--- src/hw/snd_pkg.sv ---
// sound board shared definitions
// widths, typedefs, sequencer states and rate constants

package snd_pkg;

    // bus and register widths
    typedef logic [7:0]  cmd_t;          // command byte from main cpu
    typedef logic [14:0] rom_addr_t;     // 32 kB sound rom
    typedef logic [2:0]  reg_sel_t;      // synth register select
    typedef logic [11:0] period_t;       // half period in sample ticks, minus one
    typedef logic [3:0]  vol_t;
    typedef logic signed [15:0] sample_t;

    // fractional enable, same ratio as the fm clock enable
    localparam int frac_w = 10;
    typedef logic [frac_w-1:0] frac_t;
    localparam frac_t frac_n = 10'd105;
    localparam frac_t frac_m = 10'd704;

    // script layout in rom
    localparam int script_shift = 7;     // cmd*128
    localparam int script_max   = 64;    // pairs per script, hard stop
    localparam int pair_w       = $clog2(script_max);
    localparam logic [7:0] end_mark = 8'hff;

    // voice level scaling
    localparam int amp_shift = 8;

    // sequencer states
    typedef enum logic [2:0] {
        idle,        // waiting for a pending command
        fetch_reg,   // reading register byte
        fetch_data,  // reading data byte
        write,       // one cycle write strobe
        done         // script over, back to idle
    } seq_state_t;

endpackage

--- src/hw/snd_frac_cen.sv ---
// fractional clock enable
// pulses frac_n times every frac_m clocks, sets the synth sample rate

`timescale 1ns/1ps

module snd_frac_cen (
    input  logic clk,
    input  logic arst_n,
    output logic cen_fm
);
    import snd_pkg::*;

    frac_t acc;      // modular phase accumulator
    frac_t acc_sum;  // acc + n, worst case 808 so no overflow in 10 bits
    logic  wrap;

    assign acc_sum = acc + frac_n;
    assign wrap    = acc_sum >= frac_m;

    always_ff @(posedge clk or negedge arst_n) begin
        if (!arst_n) begin
            acc    <= '0;
            cen_fm <= 1'b0;
        end else begin
            if (wrap) begin
                acc <= acc_sum - frac_m;   // keep the remainder
            end else begin
                acc <= acc_sum;
            end
            cen_fm <= wrap;    // one clock pulse per wrap
        end
    end

    // n/m well below 1/2, so a wrap can never repeat on the next clock
    a_cen_single : assert property (
        @(posedge clk) disable iff (!arst_n)
        cen_fm |=> !cen_fm
    ) else $error("cen_fm high on two cycles in a row");

endmodule

--- src/hw/snd_seq.sv ---
// command sequencer
// latches the main cpu command on an irq edge, then walks the matching
// rom script and turns register/data byte pairs into synth write strobes

`timescale 1ns/1ps

module snd_seq (
    input  logic               clk,
    input  logic               arst_n,
    input  logic               cen3,
    input  logic               snd_irq,
    input  snd_pkg::cmd_t      snd_latch,
    input  logic [7:0]         rom_data,
    input  logic               rom_ok,
    output snd_pkg::rom_addr_t rom_addr,
    output logic               rom_cs,
    output logic               wr,
    output snd_pkg::reg_sel_t  reg_sel,
    output logic [7:0]         wdata
);
    import snd_pkg::*;

    seq_state_t st;
    logic       irq_q;       // previous irq level
    logic       irq_edge;
    logic       pending;     // command waiting for the sequencer
    cmd_t       cmd_q;       // last latched command
    rom_addr_t  addr;
    logic [pair_w-1:0] pair_cnt;
    logic       start;
    logic       rd_ok;       // rom byte accepted this cycle
    logic       last_pair;

    assign irq_edge  = snd_irq & ~irq_q;
    assign start     = (st == idle) && pending && cen3;
    assign rd_ok     = rom_cs && rom_ok && cen3;
    assign last_pair = pair_cnt == pair_w'(script_max - 1);

    assign rom_cs   = (st == fetch_reg) || (st == fetch_data);
    assign rom_addr = addr;
    assign wr       = st == write;   // write state lasts a single cycle

    // irq edge capture and command latch
    always_ff @(posedge clk or negedge arst_n) begin
        if (!arst_n) begin
            irq_q   <= 1'b0;
            pending <= 1'b0;
            cmd_q   <= '0;
        end else begin
            irq_q <= snd_irq;
            if (irq_edge) begin
                pending <= 1'b1;        // a new edge wins over a start
                cmd_q   <= snd_latch;   // later edge overwrites
            end else if (start) begin
                pending <= 1'b0;
            end
        end
    end

    // script walker
    always_ff @(posedge clk or negedge arst_n) begin
        if (!arst_n) begin
            st       <= idle;
            addr     <= '0;
            pair_cnt <= '0;
            reg_sel  <= '0;
            wdata    <= '0;
        end else begin
            case (st)
                idle: begin
                    if (start) begin
                        addr     <= rom_addr_t'(cmd_q) << script_shift;
                        pair_cnt <= '0;
                        st       <= fetch_reg;
                    end
                end
                fetch_reg: begin
                    if (rd_ok) begin
                        if (rom_data == end_mark) begin
                            st <= done;          // terminator, no write
                        end else begin
                            reg_sel <= rom_data[2:0];
                            addr    <= addr + 1'b1;
                            st      <= fetch_data;
                        end
                    end
                end
                fetch_data: begin
                    if (rd_ok) begin
                        wdata <= rom_data;
                        addr  <= addr + 1'b1;
                        st    <= write;
                    end
                end
                write: begin
                    pair_cnt <= pair_cnt + 1'b1;
                    // runaway scripts stop at script_max pairs
                    st <= last_pair ? done : fetch_reg;
                end
                done: begin
                    st <= idle;   // pending edges served from here
                end
                default: st <= idle;
            endcase
        end
    end

    // rom port must hold its address until the byte is delivered
    a_addr_hold : assert property (
        @(posedge clk) disable iff (!arst_n)
        rom_cs && !rom_ok |=> $stable(rom_addr)
    ) else $error("rom_addr moved during a pending fetch");

    a_wr_no_fetch : assert property (
        @(posedge clk) disable iff (!arst_n)
        !(wr && rom_cs)
    ) else $error("wr overlaps a rom fetch");

endmodule

--- src/hw/snd_voice.sv ---
// square-wave voice
// period, volume and pan registers, half-period down-counter and phase

`timescale 1ns/1ps

module snd_voice #(
    parameter int voice_idx = 0     // picks register group 0..2 or 3..5
) (
    input  logic              clk,
    input  logic              arst_n,
    input  logic              cen_fm,
    input  logic              wr,
    input  snd_pkg::reg_sel_t reg_sel,
    input  logic [7:0]        wdata,
    output snd_pkg::sample_t  amp,
    output logic              pan_l,
    output logic              pan_r
);
    import snd_pkg::*;

    localparam reg_sel_t base = reg_sel_t'(voice_idx * 3);

    period_t period;     // reload value
    period_t cnt;        // ticks left in this half period
    vol_t    vol;
    logic    phase;      // high half or low half
    sample_t mag;

    // register writes
    always_ff @(posedge clk or negedge arst_n) begin
        if (!arst_n) begin
            period <= '0;
            vol    <= '0;
            pan_l  <= 1'b0;
            pan_r  <= 1'b0;
        end else if (wr) begin
            if (reg_sel == base) begin
                period[7:0] <= wdata;          // period low
            end
            if (reg_sel == base + 3'd1) begin
                period[11:8] <= wdata[3:0];    // period high
            end
            if (reg_sel == base + 3'd2) begin
                vol   <= wdata[3:0];
                pan_l <= wdata[4];
                pan_r <= wdata[5];
            end
        end
    end

    // tone generator, phase lasts period+1 ticks
    always_ff @(posedge clk or negedge arst_n) begin
        if (!arst_n) begin
            cnt   <= '0;
            phase <= 1'b0;
        end else if (cen_fm) begin
            if (cnt == '0) begin
                cnt   <= period;
                phase <= ~phase;
            end else begin
                cnt <= cnt - 1'b1;
            end
        end
    end

    assign mag = sample_t'(vol) <<< amp_shift;   // max 3840
    assign amp = phase ? mag : -mag;             // zero volume gives zero

endmodule

--- src/hw/snd_mixer.sv ---
// stereo mixer
// gates voices by pan, sums per side with +6 dB gain and registers the
// result on the sample tick, strobing sample on the following cycle

`timescale 1ns/1ps

module snd_mixer (
    input  logic             clk,
    input  logic             arst_n,
    input  logic             cen_fm,
    input  snd_pkg::sample_t amp0,
    input  snd_pkg::sample_t amp1,
    input  logic             pan_l0,
    input  logic             pan_r0,
    input  logic             pan_l1,
    input  logic             pan_r1,
    output snd_pkg::sample_t snd_left,
    output snd_pkg::sample_t snd_right,
    output logic             sample
);
    import snd_pkg::*;

    sample_t l0, l1, r0, r1;   // pan gated voices
    sample_t sum_l, sum_r;

    assign l0 = pan_l0 ? amp0 : '0;
    assign l1 = pan_l1 ? amp1 : '0;
    assign r0 = pan_r0 ? amp0 : '0;
    assign r1 = pan_r1 ? amp1 : '0;

    // two voices top out at 7680, doubled still fits 16 bits
    assign sum_l = l0 + l1;
    assign sum_r = r0 + r1;

    always_ff @(posedge clk or negedge arst_n) begin
        if (!arst_n) begin
            snd_left  <= '0;
            snd_right <= '0;
            sample    <= 1'b0;
        end else begin
            if (cen_fm) begin
                snd_left  <= sum_l <<< 1;   // +6 dB
                snd_right <= sum_r <<< 1;
            end
            sample <= cen_fm;   // new values visible with the strobe
        end
    end

    a_sample_pulse : assert property (
        @(posedge clk) disable iff (!arst_n)
        sample |=> !sample
    ) else $error("sample strobe longer than one cycle");

endmodule

--- src/hw/snd_board.sv ---
// arcade sound board top
// command sequencer driving a two-voice square synth with stereo mixer

`timescale 1ns/1ps

module snd_board (
    input  logic               clk,
    input  logic               arst_n,
    input  logic               cen3,       // sequencer step enable
    input  logic               snd_irq,    // edge from main cpu
    input  snd_pkg::cmd_t      snd_latch,
    input  logic [7:0]         rom_data,
    input  logic               rom_ok,
    output snd_pkg::rom_addr_t rom_addr,
    output logic               rom_cs,
    output snd_pkg::sample_t   snd_left,
    output snd_pkg::sample_t   snd_right,
    output logic               sample
);
    import snd_pkg::*;

    logic       cen_fm;      // synth sample tick
    logic       wr;
    reg_sel_t   reg_sel;
    logic [7:0] wdata;
    sample_t    amp0, amp1;
    logic       pan_l0, pan_r0, pan_l1, pan_r1;

    snd_frac_cen u_fmcen (.clk(clk), .arst_n(arst_n), .cen_fm(cen_fm));

    snd_seq u_seq (
        .clk     (clk),       .arst_n  (arst_n),
        .cen3    (cen3),      .snd_irq (snd_irq),
        .snd_latch(snd_latch),
        .rom_data(rom_data),  .rom_ok  (rom_ok),
        .rom_addr(rom_addr),  .rom_cs  (rom_cs),
        .wr      (wr),        .reg_sel (reg_sel),
        .wdata   (wdata)
    );

    snd_voice #(.voice_idx(0)) u_voice0 (
        .clk  (clk),   .arst_n (arst_n), .cen_fm(cen_fm),
        .wr   (wr),    .reg_sel(reg_sel), .wdata (wdata),
        .amp  (amp0),  .pan_l  (pan_l0),  .pan_r (pan_r0)
    );

    snd_voice #(.voice_idx(1)) u_voice1 (
        .clk  (clk),   .arst_n (arst_n), .cen_fm(cen_fm),
        .wr   (wr),    .reg_sel(reg_sel), .wdata (wdata),
        .amp  (amp1),  .pan_l  (pan_l1),  .pan_r (pan_r1)
    );

    snd_mixer u_mixer (
        .clk    (clk),    .arst_n   (arst_n),   .cen_fm(cen_fm),
        .amp0   (amp0),   .amp1     (amp1),
        .pan_l0 (pan_l0), .pan_r0   (pan_r0),
        .pan_l1 (pan_l1), .pan_r1   (pan_r1),
        .snd_left(snd_left), .snd_right(snd_right), .sample(sample)
    );

endmodule

--- config.mk ---
export PLATFORM = sky130hd
export DESIGN_NAME = snd_board
export DESIGN_NICKNAME = d
export VERILOG_FILES = /design/src/hw/snd_pkg.sv /design/src/hw/snd_frac_cen.sv /design/src/hw/snd_seq.sv /design/src/hw/snd_voice.sv /design/src/hw/snd_mixer.sv /design/src/hw/snd_board.sv
export SDC_FILE = /design/constraint.sdc
export NUM_CORES = 1
export LEC_CHECK = 0
export BUFFER_PORTS_ARGS = -buffer_cell sky130_fd_sc_hd__buf_2
export CAP_MARGIN = 30
export CORE_ASPECT_RATIO = 0.8
export CORE_MARGIN = 1.5
export CORE_UTILIZATION = 62
export DETAILED_ROUTE_END_ITERATION = 8
export GPL_TIMING_DRIVEN = 1
export HOLD_SLACK_MARGIN = 0.15
export PLACE_DENSITY = 0.82
export SLEW_MARGIN = 20
export SYNTH_ARGS = -nofsm -noshare
export SYNTH_HDL_FRONTEND = slang
export SYNTH_HIERARCHICAL = 1
export SYNTH_SLANG_ARGS = --single-unit
--- constraint.sdc ---
create_clock -name clk -period 3.2 [get_ports clk]
set_input_delay 0.16 -clock clk [delete_from_list [all_inputs] [get_ports clk]]
set_output_delay 0.16 -clock clk [all_outputs]
set_load 0.02 [all_outputs]
==> metrics.log <==
[metrics] Sink Count: 149
[metrics] fmax: 324 MHz
[metrics] number of core rows: 39
[metrics] kind of end point of the critical path: register
[metrics] Setup WS post-layout: 0.112 ns
[metrics] hold path cells: 5
[metrics] mean number of vias per cell: 6.27
[metrics] internal reg-to-reg setup slack: 0.11 ns
[metrics] via count of the first global-routing pass: 7129
[metrics] H-Tree Level Count: 4
[metrics] number of antenna violations at the first check in global routing: 0
[metrics] number of top-level pins: 70
[metrics] fin. max-slew vios: 0
[metrics] measured slew at the worst slew-check pin: 0.872 ns
[metrics] post-synth design cell area: 9340 um2
[metrics] number of cells on the worst reg-to-reg path: 10
[metrics] fin cells: 1190
[metrics] sort of element at the start of the critical path: register
[metrics] Total Routing Usage GR: 27.9%
[metrics] number of nets in the final layout: 1060
[metrics] clock transition at the registers of the reported paths: 0.06 ns
[metrics] number of buffers inserted to repair setup after CTS: 0
[metrics] run status: finished, final reports clean
[metrics] maximum number of pins on one net before global-route repair: 80
[metrics] Final Hold Violating Endpoints: 0
[metrics] routability congestion estimate from global placement: 0.901
[metrics] half-perimeter wire length after detailed placement: 14200 um
[metrics] worst setup path class: reg -> reg
[metrics] gr ovfl total: 0
[metrics] Hold Crit Endpoint: u_seq/st[0]$_DFFE_PN0P_
[metrics] R2R Path End: u_mixer/snd_right[14]$_DFFE_PN0P_
[metrics] maximum buffer depth of the clock tree: 2
[metrics] routed length per placed instance: 17.6 um
[metrics] commonest cells after routing, fill and taps aside: dfrtp_1 (148), mux2_2 (72), buf_2 (66)
[metrics] peak supply drop: 0.482 mV
[metrics] number of maximum-capacitance constraint violations: 0
[metrics] number of I/O port buffers: 67
[metrics] number of optimization iterations in the first detailed-route pass: 5
[metrics] total inserted antenna cells: 0
[metrics] DRT Wirelength: 21000 um
[metrics] startpoint of the worst hold path: cen3
[metrics] Synth warnings: 6
[metrics] relative slew slack: 41.7%
[metrics] unrepaired setup endpoints after global routing: false
[metrics] maximum fanout count along the critical path: 8
[metrics] DR vias: 7457
[metrics] most common cell after layout, fill and taps aside: dfrtp_1
[metrics] effective utilization at floorplan: 64.4%
[metrics] clock tree root buffer cell: clkbuf_16
[metrics] die outline area: 15800 um2
[metrics] Post-Synthesis Mean Instance Area: 10.1 um2
[metrics] final worst path period need: 3.09 ns
[metrics] number of buffers inserted during clock tree synthesis: 17
[metrics] Final setup violation count: 0
[metrics] cell total after placement: 1142
[metrics] TritonCTS clock tree: yes
[metrics] area occupied by multi-input gates: 5190 um2
[metrics] proportion of layout cells with a drive suffix above 1: 22.9%
[metrics] critical path data arrival time: 3.37 ns
[metrics] part of the cycle the worst path needs: 96.5%
[metrics] global-route wire length before repair: 35400 um
[metrics] total power divided by cell area: 796 nW/um2
[metrics] type of the most critical hold path: in -> reg
[metrics] CORE AREA: 14500 um2
[metrics] Die Span Y: 113 um
[metrics] clock latency of the later-clocked register in the worst-skew pair: 0.42 ns
[metrics] critical path data required time: 3.49 ns
[metrics] number of cells produced by synthesis: 921
[metrics] setup skew after layout: 0.00907 ns
[metrics] number of inserted filler cells in the final layout: 1036
[metrics] reported leakage power: 4.75 nW
[metrics] minimum hold slack: 0.215 ns
[metrics] remaining routing DRC violations: 0
[metrics] Setup WS pre-CTS: 0.142 ns
[metrics] starting DRC count in detailed routing: 604
[metrics] FF/Latch Area: 3730 um2
[metrics] power consumption: 0.00834 W
[metrics] sum of negative setup slack: 0 ns
[metrics] Die X-Extent: 140 um
[metrics] post-route antenna net violation count: 0
[metrics] FF-to-FF Start: u_voice0/vol[1]$_DFFE_PN0P_
[metrics] area growth from synthesis to layout: 12.2%
state kept, by name (all words and copies together), names as in the netlist, 3 cells and up:
| register | cells |
|---|---|
| u_mixer/snd_left | 15 |
| u_mixer/snd_right | 15 |
| u_seq/rom_addr | 15 |
| u_voice0/cnt | 12 |
| u_voice0/period | 12 |
| u_voice1/cnt | 12 |
| u_voice1/period | 12 |
| u_fmcen/acc | 10 |
| u_seq/cmd_q | 8 |
| u_seq/wdata | 8 |
| u_seq/pair_cnt | 6 |
| u_voice0/vol | 4 |
| u_voice1/vol | 4 |
| u_seq/reg_sel | 3 |
| u_seq/st | 3 |
metrics by stage:
stage | utilization, % | area [um2]
2_1_floorplan | - | 9390
3_3_place_gp | 66.9 | 9690
3_5_place_dp | 66.9 | 9690
4_1_cts | 72.2 | 10500
5_1_grt | 72.3 | 10500
6_report | 72.3 | 10500
where the power goes:
group	switching (W)	internal, W
clock	0.000757	0.00125
sequential	0.000816	0.00251
combinational	0.00167	0.00133
layer usage:
metal  wire length (um)  GRT usage (%)  share of wire [%]  vias to the layer above
li1                   -              -                  -                     3535
met1               9840           39.5                 47                     3634
met2               9330           42.0                 44                      263
met3               1540           7.58                7.3                       25
met4                276           8.70                1.3                        0
met5                  0              0                  0                        -
how the worst max path moves through the flow:
stage / from / end / cells past startpoint
final: u_voice0/vol[1]$_DFFE_PN0P_ / u_mixer/snd_right[14]$_DFFE_PN0P_ / 10
after global routing: u_voice0/vol[0]$_DFFE_PN0P_ / u_mixer/snd_right[14]$_DFFE_PN0P_ / 10
after CTS: u_voice1/vol[1]$_DFFE_PN0P_ / u_mixer/snd_right[14]$_DFFE_PN0P_ / 10
after detailed placement: u_voice1/vol[1]$_DFFE_PN0P_ / u_mixer/snd_right[14]$_DFFE_PN0P_ / 10
after global placement: u_voice1/vol[1]$_DFFE_PN0P_ / u_mixer/snd_right[14]$_DFFE_PN0P_ / 10
after floorplan: u_voice0/vol[1]$_DFFE_PN0P_ / u_mixer/snd_right[14]$_DFFE_PN0P_ / 10
critical path, stage by stage (launching register included):
cell and delay (ns):
dfrtp_1 0.40, nor3_1 0.26, ha_1 0.28, mux2_2 0.28, and2_1 0.17, ha_1 0.39
a21oi_1 0.21, a21boi_1 0.11, a311oi_2 0.27, nor3_1 0.07, or4_1 0.51
final cells by class:
type / instances / area share (%)
clock buffers: 20 / 4.36
clock inverters: 9 / 1.23
inverters: 34 / 1.22
multi-input cells: 697 / 49.5
flip-flops and latches: 149 / 35.6
well taps: 184 / 2.20
repair buffers: 97 / 5.86
what timing repair did:
| action | CTS | global route |
|---|---|---|
| setup endpoints to repair | 0 | 2 |
| endpoints found under the hold margin | 96 | 0 |
| gates resized for setup | 0 | 2 |
| hold buffers | 19 | 0 |
Power figures use the tool's default switching activity.
